<file path="config.mk">
export PLATFORM = sky130hd
export DESIGN_NAME = exec_slice_top
export DESIGN_NICKNAME = d
export VERILOG_FILES = /design/src/common/exs_pkg.sv /design/src/hdl/reg_file.sv /design/src/hdl/forward_ctrl.sv /design/src/operand/operand_path.sv /design/src/hdl/execute_stage.sv /design/src/hdl/exec_slice_top.sv
export SDC_FILE = /design/constraint.sdc
export NUM_CORES = 2
export LEC_CHECK = 0
export BUFFER_PORTS_ARGS = -buffer_cell sky130_fd_sc_hd__buf_2
export CORE_ASPECT_RATIO = 1.5
export CORE_MARGIN = 5
export CORE_UTILIZATION = 40
export CTS_BUF_LIST = sky130_fd_sc_hd__clkbuf_8
export DETAILED_ROUTE_END_ITERATION = 10
export GPL_ROUTABILITY_DRIVEN = 0
export PLACE_DENSITY = 0.57
export SYNTH_ARGS = -nofsm -noshare
export SYNTH_HDL_FRONTEND = slang
export SYNTH_SLANG_ARGS = --single-unit
</file>
<file path="constraint.sdc">
create_clock -name clk -period 5.85 [get_ports clk]
set_clock_uncertainty 0.2 [all_clocks]
set_input_delay 0.8775 -clock clk [delete_from_list [all_inputs] [get_ports clk]]
set_output_delay 0.8775 -clock clk [all_outputs]
set_load 0.005 [all_outputs]
</file>
<file path="src/common/exs_pkg.sv">
package exs_pkg;

	////////////////////////////////////////////////////////////////////////////
	// Widths and register file size
	////////////////////////////////////////////////////////////////////////////

	// Operand width
	localparam int data_w = 32;

	// Architectural registers, r0 is hardwired to zero
	localparam int reg_n = 16;
	localparam int reg_addr_w = $clog2(reg_n);

	typedef logic [data_w-1:0] data_t;
	typedef logic [reg_addr_w-1:0] reg_addr_t;

	////////////////////////////////////////////////////////////////////////////
	// Encodings
	////////////////////////////////////////////////////////////////////////////

	// ALU functions
	typedef enum logic [2:0] {
		op_add = 3'd0,
		op_sub = 3'd1,
		op_and = 3'd2,
		op_or  = 3'd3,
		op_xor = 3'd4,
		op_sll = 3'd5,
		op_srl = 3'd6,
		op_slt = 3'd7
	} alu_op_e;

	// Operand source select, register file is the fallback
	typedef enum logic [1:0] {
		sel_rf  = 2'd0,
		sel_imm = 2'd1,
		sel_ex  = 2'd2,
		sel_wb  = 2'd3
	} opsel_e;

	////////////////////////////////////////////////////////////////////////////
	// Bundles
	////////////////////////////////////////////////////////////////////////////

	// Instruction as it arrives on the input stream
	typedef struct packed {
		alu_op_e   op;
		reg_addr_t rd;
		reg_addr_t ra;
		reg_addr_t rb;
		logic      use_imm;
		data_t     imm;
	} instr_t;

	// Result as it leaves on the output stream
	typedef struct packed {
		reg_addr_t rd;
		data_t     value;
	} result_t;

	// Per-stage tag, tells forwarding which destination is in flight
	typedef struct packed {
		logic      valid;
		alu_op_e   op;
		reg_addr_t rd;
	} stage_t;

	// ALU function, shared by the execute stage and the reference model
	function automatic data_t alu_calc(alu_op_e op, data_t a, data_t b);
		data_t res;
		case (op)
			op_add: res = a + b;
			op_sub: res = a - b;
			op_and: res = a & b;
			op_or:  res = a | b;
			op_xor: res = a ^ b;
			// Shift amount is the low 5 bits of B
			op_sll: res = a << b[4:0];
			op_srl: res = a >> b[4:0];
			// Signed compare gives 1 or 0
			op_slt: res = ($signed(a) < $signed(b)) ? data_t'(1) : data_t'(0);
			default: res = '0;
		endcase
		return res;
	endfunction

endpackage

</file>
<file path="src/hdl/reg_file.sv">
module reg_file import exs_pkg::*; (
	input  logic      clk,
	input  logic      rst_n,

	// Read ports, combinational
	input  reg_addr_t ra_addr,
	input  reg_addr_t rb_addr,
	output data_t     ra_data,
	output data_t     rb_data,

	// Write port, from the execute register
	input  logic      we,
	input  reg_addr_t wr_addr,
	input  data_t     wr_data
);

	// Register array
	data_t regs [reg_n];

	////////////////////////////////////////////////////////////////////////////
	// Write side
	////////////////////////////////////////////////////////////////////////////

	// Reset clears every register
	// r0 never takes a write
	always_ff @(posedge clk) begin
		if (!rst_n) begin
			for (int i = 0; i < reg_n; i++) begin
				regs[i] <= '0;
			end
		end else if (we && (wr_addr != '0)) begin
			regs[wr_addr] <= wr_data;
		end
	end

	////////////////////////////////////////////////////////////////////////////
	// Read side
	////////////////////////////////////////////////////////////////////////////

	// No write-through here
	// A value written this edge is forwarded by the pipe instead
	always_comb begin
		ra_data = regs[ra_addr];
		rb_data = regs[rb_addr];
		// r0 reads zero whatever the array holds
		if (ra_addr == '0) begin
			ra_data = '0;
		end
		if (rb_addr == '0) begin
			rb_data = '0;
		end
	end

endmodule

</file>
<file path="src/hdl/forward_ctrl.sv">
module forward_ctrl import exs_pkg::*; (
	// Instruction waiting on the input stream
	input  instr_t in_instr,

	// In-flight destinations
	// op_dst belongs to the ALU output, ex_dst to the execute register
	input  stage_t op_dst,
	input  stage_t ex_dst,

	// Operand source selects
	output opsel_e sel_a,
	output opsel_e sel_b
);

	////////////////////////////////////////////////////////////////////////////
	// Hazard detection
	////////////////////////////////////////////////////////////////////////////

	// Source lookup for one register operand
	// Youngest producer wins, then the older one, then the register file
	function automatic opsel_e pick_src(reg_addr_t src, stage_t young, stage_t old);
		opsel_e sel;
		sel = sel_rf;
		// r0 is never forwarded, so a zero destination never matches
		if (src != '0) begin
			if (young.valid && (young.rd == src)) begin
				sel = sel_ex;
			end else if (old.valid && (old.rd == src)) begin
				sel = sel_wb;
			end
		end
		return sel;
	endfunction

	// Distance one hazards hit op_dst
	// Distance two hazards hit ex_dst
	logic hit_a_ex;
	logic hit_a_wb;

	assign hit_a_ex = (pick_src(in_instr.ra, op_dst, ex_dst) == sel_ex);
	assign hit_a_wb = (pick_src(in_instr.ra, op_dst, ex_dst) == sel_wb);

	////////////////////////////////////////////////////////////////////////////
	// Select outputs
	////////////////////////////////////////////////////////////////////////////

	// Operand A has no immediate leg
	always_comb begin
		if (hit_a_ex) begin
			sel_a = sel_ex;
		end else if (hit_a_wb) begin
			sel_a = sel_wb;
		end else begin
			sel_a = sel_rf;
		end
	end

	// Operand B takes the immediate ahead of any forward
	always_comb begin
		if (in_instr.use_imm) begin
			sel_b = sel_imm;
		end else begin
			sel_b = pick_src(in_instr.rb, op_dst, ex_dst);
		end
	end

endmodule

</file>
<file path="src/operand/operand_path.sv">
module operand_path import exs_pkg::*; #(
	// 1 keeps the immediate leg of the mux
	parameter bit has_imm = 1'b0
) (
	input  logic   clk,
	input  logic   rst_n,

	// Load when an instruction is accepted
	input  logic   load,
	// Whole pipe frozen by output back-pressure
	input  logic   stall,

	// Source select from forwarding control
	input  opsel_e sel,

	// Candidate sources
	input  data_t  rf_data,
	input  data_t  imm,
	input  data_t  ex_forw,
	input  data_t  wb_forw,

	// Operand register
	output data_t  operand
);

	// Mux output
	data_t muxed;
	// Immediate leg, folds back to the register file when absent
	data_t imm_leg;

	////////////////////////////////////////////////////////////////////////////
	// Immediate leg
	////////////////////////////////////////////////////////////////////////////

	generate
		if (has_imm) begin : g_imm
			assign imm_leg = imm;
		end else begin : g_no_imm
			// Operand A never sees sel_imm
			assign imm_leg = rf_data;
		end
	endgenerate

	////////////////////////////////////////////////////////////////////////////
	// Forwarding mux
	////////////////////////////////////////////////////////////////////////////

	// ex_forw is the ALU output of the instruction one ahead
	// wb_forw is the execute register, two ahead
	always_comb begin
		case (sel)
			sel_imm: muxed = imm_leg;
			sel_ex:  muxed = ex_forw;
			sel_wb:  muxed = wb_forw;
			default: muxed = rf_data;
		endcase
	end

	////////////////////////////////////////////////////////////////////////////
	// Operand register
	////////////////////////////////////////////////////////////////////////////

	// Forward sources freeze with this register under stall
	// so a single load condition is enough
	always_ff @(posedge clk) begin
		if (!rst_n) begin
			operand <= '0;
		end else if (load && !stall) begin
			operand <= muxed;
		end
	end

endmodule

</file>
<file path="src/hdl/execute_stage.sv">
module execute_stage import exs_pkg::*; #(
	parameter int data_w = exs_pkg::data_w
) (
	input  logic              clk,
	input  logic              rst_n,

	// Input stream
	input  logic              in_valid,
	input  instr_t            in_instr,
	output logic              in_ready,

	// Operands from the operand stage registers
	input  logic [data_w-1:0] a,
	input  logic [data_w-1:0] b,

	// Forward sources and their destinations
	output logic [data_w-1:0] ex_forw,
	output stage_t            op_dst,
	output logic [data_w-1:0] wb_forw,
	output stage_t            ex_dst,

	// Register file write
	output logic              rf_we,
	output reg_addr_t         rf_addr,
	output logic [data_w-1:0] rf_data,

	// Pipe freeze
	output logic              stall,

	// Output stream
	output logic              out_valid,
	input  logic              out_ready,
	output result_t           out_result
);

	// Operand stage tag
	stage_t op_q;
	// Execute stage tag and value
	stage_t ex_q;
	logic [data_w-1:0] ex_val;
	// Writeback valid
	logic wb_valid;
	// Combinational ALU output
	logic [data_w-1:0] alu_out;

	////////////////////////////////////////////////////////////////////////////
	// Handshake and stall
	////////////////////////////////////////////////////////////////////////////

	// Output held and not taken freezes every stage
	assign stall = out_valid && !out_ready;
	assign in_ready = !stall;

	////////////////////////////////////////////////////////////////////////////
	// Operand stage tag
	////////////////////////////////////////////////////////////////////////////

	// Operand values live in the operand paths
	// A gap on the input turns into a bubble here
	always_ff @(posedge clk) begin
		if (!rst_n) begin
			op_q <= '0;
		end else if (!stall) begin
			op_q.valid <= in_valid;
			op_q.op <= in_instr.op;
			op_q.rd <= in_instr.rd;
		end
	end

	////////////////////////////////////////////////////////////////////////////
	// Execute
	////////////////////////////////////////////////////////////////////////////

	assign alu_out = alu_calc(op_q.op, a, b);

	always_ff @(posedge clk) begin
		if (!rst_n) begin
			ex_q <= '0;
		end else if (!stall) begin
			ex_q <= op_q;
		end
	end

	// Result payload, no reset
	always_ff @(posedge clk) begin
		if (!stall) begin
			ex_val <= alu_out;
		end
	end

	////////////////////////////////////////////////////////////////////////////
	// Writeback
	////////////////////////////////////////////////////////////////////////////

	// Register file takes the execute value as it moves to writeback
	// r0 filtering happens inside the register file
	assign rf_we = ex_q.valid && !stall;
	assign rf_addr = ex_q.rd;
	assign rf_data = ex_val;

	always_ff @(posedge clk) begin
		if (!rst_n) begin
			wb_valid <= 1'b0;
		end else if (!stall) begin
			wb_valid <= ex_q.valid;
		end
	end

	// Only real results touch the output payload
	always_ff @(posedge clk) begin
		if (!stall && ex_q.valid) begin
			out_result.rd <= ex_q.rd;
			out_result.value <= ex_val;
		end
	end

	assign out_valid = wb_valid;

	// Forwarding view of the pipe
	assign ex_forw = alu_out;
	assign op_dst = op_q;
	assign wb_forw = ex_val;
	assign ex_dst = ex_q;

endmodule

</file>
<file path="src/hdl/exec_slice_top.sv">
module exec_slice_top import exs_pkg::*; #(
	parameter int data_w = exs_pkg::data_w
) (
	input  logic    clk,
	input  logic    rst_n,

	// Instruction stream
	input  logic    in_valid,
	output logic    in_ready,
	input  instr_t  in_instr,

	// Result stream
	output logic    out_valid,
	input  logic    out_ready,
	output result_t out_result
);

	////////////////////////////////////////////////////////////////////////////
	// Interconnect
	////////////////////////////////////////////////////////////////////////////

	data_t ra_data;
	data_t rb_data;
	opsel_e sel_a;
	opsel_e sel_b;
	logic [data_w-1:0] opnd_a;
	logic [data_w-1:0] opnd_b;
	logic [data_w-1:0] ex_forw;
	logic [data_w-1:0] wb_forw;
	stage_t op_dst;
	stage_t ex_dst;
	logic rf_we;
	reg_addr_t rf_addr;
	logic [data_w-1:0] rf_data;
	logic stall;

	////////////////////////////////////////////////////////////////////////////
	// Operand stage
	////////////////////////////////////////////////////////////////////////////

	reg_file reg_file_i (
		.clk(clk),
		.rst_n(rst_n),
		.ra_addr(in_instr.ra),
		.rb_addr(in_instr.rb),
		.ra_data(ra_data),
		.rb_data(rb_data),
		.we(rf_we),
		.wr_addr(rf_addr),
		.wr_data(rf_data)
	);

	forward_ctrl forward_ctrl_i (
		.in_instr(in_instr),
		.op_dst(op_dst),
		.ex_dst(ex_dst),
		.sel_a(sel_a),
		.sel_b(sel_b)
	);

	// Operand A, register sources only
	operand_path #(
		.has_imm(1'b0)
	) opnd_a_i (
		.clk(clk),
		.rst_n(rst_n),
		.load(in_valid),
		.stall(stall),
		.sel(sel_a),
		.rf_data(ra_data),
		.imm(in_instr.imm),
		.ex_forw(ex_forw),
		.wb_forw(wb_forw),
		.operand(opnd_a)
	);

	// Operand B, with the immediate leg
	operand_path #(
		.has_imm(1'b1)
	) opnd_b_i (
		.clk(clk),
		.rst_n(rst_n),
		.load(in_valid),
		.stall(stall),
		.sel(sel_b),
		.rf_data(rb_data),
		.imm(in_instr.imm),
		.ex_forw(ex_forw),
		.wb_forw(wb_forw),
		.operand(opnd_b)
	);

	////////////////////////////////////////////////////////////////////////////
	// Execute and writeback
	////////////////////////////////////////////////////////////////////////////

	execute_stage #(
		.data_w(data_w)
	) execute_stage_i (
		.clk(clk),
		.rst_n(rst_n),
		.in_valid(in_valid),
		.in_instr(in_instr),
		.in_ready(in_ready),
		.a(opnd_a),
		.b(opnd_b),
		.ex_forw(ex_forw),
		.op_dst(op_dst),
		.wb_forw(wb_forw),
		.ex_dst(ex_dst),
		.rf_we(rf_we),
		.rf_addr(rf_addr),
		.rf_data(rf_data),
		.stall(stall),
		.out_valid(out_valid),
		.out_ready(out_ready),
		.out_result(out_result)
	);

endmodule

</file>
After elaboration in Yosys (flattened, before gate mapping)
Memories as Yosys holds them, arrays and structs flattened. Cells that the tools add are included.

Equality and inequality tests: 18. Add/sub/neg operators: 2. Shift operators: 2. Bitwise logic cells: 3. Magnitude comparators: 1. Mux-type cells: 22. Reduce and logical (&&, ||, !) cells: 17.

Operators with widths (count): $pmux 32 s8 (1); $mux 32 (3); $pmux 32 s3 (1); $pmux 32 s2 (1); $add 32x32->32 (1); $and 32x32->32 (1); $lt 32x32->1 (1); $or 32x32->32 (1); $reduce_or 32->1 (1); $shl 32x5->32 (1); $shr 32x5->32 (1); $sub 32x32->32 (1); $xor 32x32->32 (1); $mux 2 (9); $eq 4x4->1 (4); $eq 2x2->1 const B (6); $eq 3x3->1 const B (4); $reduce_bool 4->1 (3); $logic_and 1x1->1 (8); $logic_not 4->1 (2); $eq 3x2->1 const B (2); $mux 1 (6); $mux 4 (1); $eq 3x1->1 const B (1); other kinds (3) (4).

Bits in registers: 146. Memories: 1. Bits in writable memories: 512. Output and inout bits: 38.

Memories: reg_file_i.regs (words 16, bits a word 32, read ports 2, clocked after memory_dff 0, wr ports 16, RTL line reg_file.sv:18) `data_t regs [reg_n];`.

Depth between registers and ports, before layout
Depth in word-level cells: 10. Depth in mapped cells: 16.

Hierarchy
From an unflattened synthesis, not the netlist that was laid out.

Cell total of the unflattened synthesis: 3595. Area, all modules: 40677.8 sq um.

Modules (own cells, without submodules): reg_file (times used 1, cells an instance 1777, seq. area each 14443.9 sq um, area each 25583.3 sq um); execute_stage (times used 1, cells an instance 1386, seq. area each 2382.3 sq um, area each 10951.8 sq um); operand_path at opnd_a_i (times used 1, cells an instance 214, seq. area each 640.6 sq um, area each 1981.9 sq um); operand_path at opnd_b_i (times used 1, cells an instance 182, seq. area each 640.6 sq um, area each 1903.1 sq um); forward_ctrl (times used 1, cells an instance 36, seq. area each 0.0 sq um, area each 257.7 sq um).

Worst setup path before layout
No wires, ideal clock.

Path kind: input to register. Start: input port out_ready. End: memory reg_file_i.regs[12][0] (netlist name) (enable). Data required time: 5.184 ns. Data arrival time: 4.962 ns. Library setup time: 0.466 ns. Slack: 0.222 ns. Cell stages on the path: 6. Cells stage by stage: nor2b_1 -> inv_1 -> and2_1 -> nand2_1 -> or3_1 -> o21ai_0.

RTL lines: start, declared (RTL line exec_slice_top.sv:14) `input logic out_ready,`; end, declared (RTL line reg_file.sv:18).

Worst setup path in the final report
Start: register opnd_b_i.operand[1]. End: register opnd_a_i.operand[25].

Longest elaborated chain between the ends: 3.

RTL lines: start, declared (RTL line operand_path.sv:23) `output data_t operand`; start signal, assigned (RTL line operand_path.sv:69) `operand <= muxed;`; $sub 32x32->32, or another cell as far along (RTL line exs_pkg.sv:73) `op_sub: res = a - b;`; $pmux 32 s8 (*) (RTL line exs_pkg.sv:71) `case (op)`; $pmux 32 s2 (*) (RTL line operand_path.sv:51) `case (sel)`; end signal, assigned (RTL line operand_path.sv:69); end, declared (RTL line operand_path.sv:23).

Mark *: on every way between the ends. The rest lies on a longest branch, timed or not. A chain may end at the register's enable or synchronous reset.

==> metrics.md <==
| Metric | Value |
|---|---|
| Starting density of the core | `0.404` |
| Ys Warns | `0` |
| Worst Setup Slack, final | `roughly 1 ns` |
| Core area | `roughly 100,000 sq um` |
| Simple-gate area share of the yosys netlist | `0.135` |
| Worst path slowest cell | `dfxtp_4` |
| Crit Path Max Fanout | `21` |
| Power per cell area | `269 nW/um^2` |
| Post-route clock period utilization | `0.829` |
| Clock-pin slew on the worst setup and hold paths | `0.09 ns` |
| Pin count of the biggest net entering global routing | `61` |
| Design Area, Final | `46,400 sq um` |
| Sequential share of the synthesized area | `0.451` |
| Pre-antenna DRT Iters | `9` |
| Commonest non-fill, non-tap cell in the layout | `edfxtp_1` |
| Final Hold Viols | `0` |
| H-tree level count | `3` |
| Asr flop ratio synth | `0` |
| Synth-to-Final Area Change | `10.1%` |
| Average cell area after synthesis | `11.9 sq um` |
| Largest area contributor in the netlist | `edfxtp_1` |
| Arrival time worst endpoint | `5.33 ns` |
| Most frequent cells in the layout | `edfxtp_1 (580), and2_1 (491), mux4_2 (315)` |
| Final nets | `about 3,700` |
| Grt ovf | `0` |
| Total power | `12.5 mW` |
| Post-Synthesis Cell Area | `42,100 sq um` |
| Initial drt markers | `4,208` |
| Adder-cell area share of the yosys netlist | `0.0298` |
| Largest family of logic cells by synthesized area | `multiplexers` |
| Critical path type | `reg -> reg` |
| Post-DR wirelength/cell | `33.1 um` |
| Compound-Gate Fraction of Synth Area | `0.125` |
| Cells along the critical path | `inv_1, ha_1, o21ba_2, a2111o_1, a211oi_2, o21ai_1, a211oi_2, a31oi_1, a211oi_2, mux2_2, a221oi_1` |
| EDFF count, synth | `580` |
| Minimum clock period | `4.85 ns` |
| Post-place setup slack | `1.16 ns` |
| Synth unique cells | `86` |
| Gate Count Post-Synth | `roughly 3,500` |
| Ports | `90` |
| Setup_tns | `0 ns` |
| ANT nets after route | `0` |
| Post-synth top area share | `0.414` |
| WP data required | `between 6 and 7 ns` |
| Share of layout cells above drive strength 1 | `0.212` |
| Crit. End Element | `flop` |
| VDD IR max | `0.000154 V` |
| RSZ-0062 raised after global routing | `false` |
| Critical Path Most Common Cell | `a211oi_2` |
| Clk_lat worst skew | `0.80 ns` |
| Clk sinks | `between 600 and 700` |
| Post-Synth XOR/XNOR Area | `0.00645` |
| Slew HR | `0.0339` |
| GR Util All Layers | `0.291` |
| Die Y | `407 um` |
| Number of I/O port buffers | `89` |
| CTS Hold Bufs | `0` |
| Pins over their slew limit | `0` |
| Max clock buf depth | `3` |
| Drt drc | `0` |
| CP Buf/Inv Count | `1` |
| Filler cell count in the final layout | `just under 10,000` |
| HP Class | `in -> reg` |
| Post-CTS setup buffer count | `0` |
| Largest delay share family, worst path | `compound AO/OA/AOI/OAI gates` |
| Status | `complete, no violations` |
| Vias in the first global route | `33,050` |
| Via count | `around 33,000` |
| Multi-input combinational cell area | `between 20,000 and 25,000 sq um` |
| Via density | `6.49` |
| Slowest cell delay on critical path | `0.55 ns` |
| First-pass GRT wire length | `237 mm` |
| Root buffer cell | `clkbuf_8` |
| CP Launch Type | `flop` |
| CTS buffer count | `between 100 and 150` |
| Post-synthesis mux area share | `0.210` |
| Max-Cap Viols | `0` |
| Row cnt | `145` |
| Die area | `112,000 sq um` |
| Routed Wire Length | `167 mm` |
| Post-CTS sizing | `0` |
| Setup-failing EPs final | `0` |
| Storage element area | `19,000 sq um` |
| Leak | `17.0 nW` |
| Placed Area | `44,400 sq um` |
| Synth area leaders | `edfxtp_1 (41%), mux4_2 (17%), and2_1 (7.3%)` |
| Worst-margin pin slew | `1.43 ns` |
| Top_reg_cell synth | `edfxtp_1` |
| CTS tree | `done` |
| Die X-Extent | `about 270 um` |
| Fmax | `206 MHz` |
| DP HPWL | `113 mm` |
| FF+latch count, synth | `658` |
| Initial antenna violation count | `8` |
## cell usage after synthesis, drive strengths merged, types with 20 or more instances
cell,instances
buf,97
clkbuf,225
and2,494
dfxtp,78
nor2b,23
mux4,315
o21ai,144
nand3,42
a21oi,182
edfxtp,580
xnor2,20
nor2,199
inv,112
ha,97
a211oi,41
nand2,179
mux2i,150
nor3,32
mux2,23
a221oi,112
o211ai,40
## tightest hold or removal path: stages
cell	delay (ns)
buf_2	0.10
nand2_1	0.05
a21oi_1	0.05
## power by group
part	internal (mW)	switching [mW]	total [mW]
combinational	0.958	1.65	2.61
clock	1.92	1.99	3.91
sequential	5.39	0.551	5.94
total	8.26	4.20	12.5
## kinds of logic (layout without fill, tap and decap cells)
kind of cell / count (synthesis) / count (layout)
xor+xnor: 31 / 31
flops: 658 / 658
compound gates: 757 / 757
buf+inv: 437 / 520
fa+ha+maj: 99 / 99
simple gates: 1064 / 1064
other cells: 1 / 34
mux: 488 / 488
## flip-flops by register name (all words and copies together) (netlist names)
| name | flops |
|---|---|
| execute_stage_i.ex_dst | 1 |
| execute_stage_i.op_dst | 8 |
| execute_stage_i.out_result | 36 |
| execute_stage_i.out_valid | 1 |
| execute_stage_i.rf_addr | 4 |
| execute_stage_i.rf_data | 32 |
| opnd_a_i.operand | 32 |
| opnd_b_i.operand | 32 |
| reg_file_i.regs | 512 |
## metrics by stage
step / utilization / hold slack [ns] / instances
after floorplan: - / 0.203 / 3566
after global placement: 0.426 / 0.276 / 4856
after detailed placement: 0.426 / 0.282 / 4856
after CTS: 0.444 / 0.0714 / 5045
after global routing: 0.444 / 0.114 / 5046
final: 0.445 / 0.135 / 5047
## path summary, 6_finish.rpt
check                            start                         to  slack, ns  cells after the start
min                       in_instr[43]  execute_stage_i.op_dst[2]       0.13                      3
max reg2reg        opnd_b_i.operand[1]       opnd_a_i.operand[25]       1.00                     11
max                opnd_b_i.operand[1]       opnd_a_i.operand[25]       1.00                     11
min reg2reg  execute_stage_i.op_dst[7]  execute_stage_i.op_dst[7]       0.30                      2
## area by class of cell
class                      count  area share
antenna                        2    0.000108
clock buffer                 103      0.0306
clock inverter                86      0.0118
inverter                     115     0.00936
multi-input combinational   2471       0.469
sequential                   658       0.410
tap                         1396      0.0377
timing repair buffer         216      0.0321
## routing by layer
metal	track usage	routed length (um)	up-vias
li1	-	-	13660
met1	0.327	56200	16341
met2	0.495	82200	2050
met3	0.0567	14300	692
met4	0.200	14400	0
met5	0	0	-
Note: power is estimated with default switching activity, not from simulation.
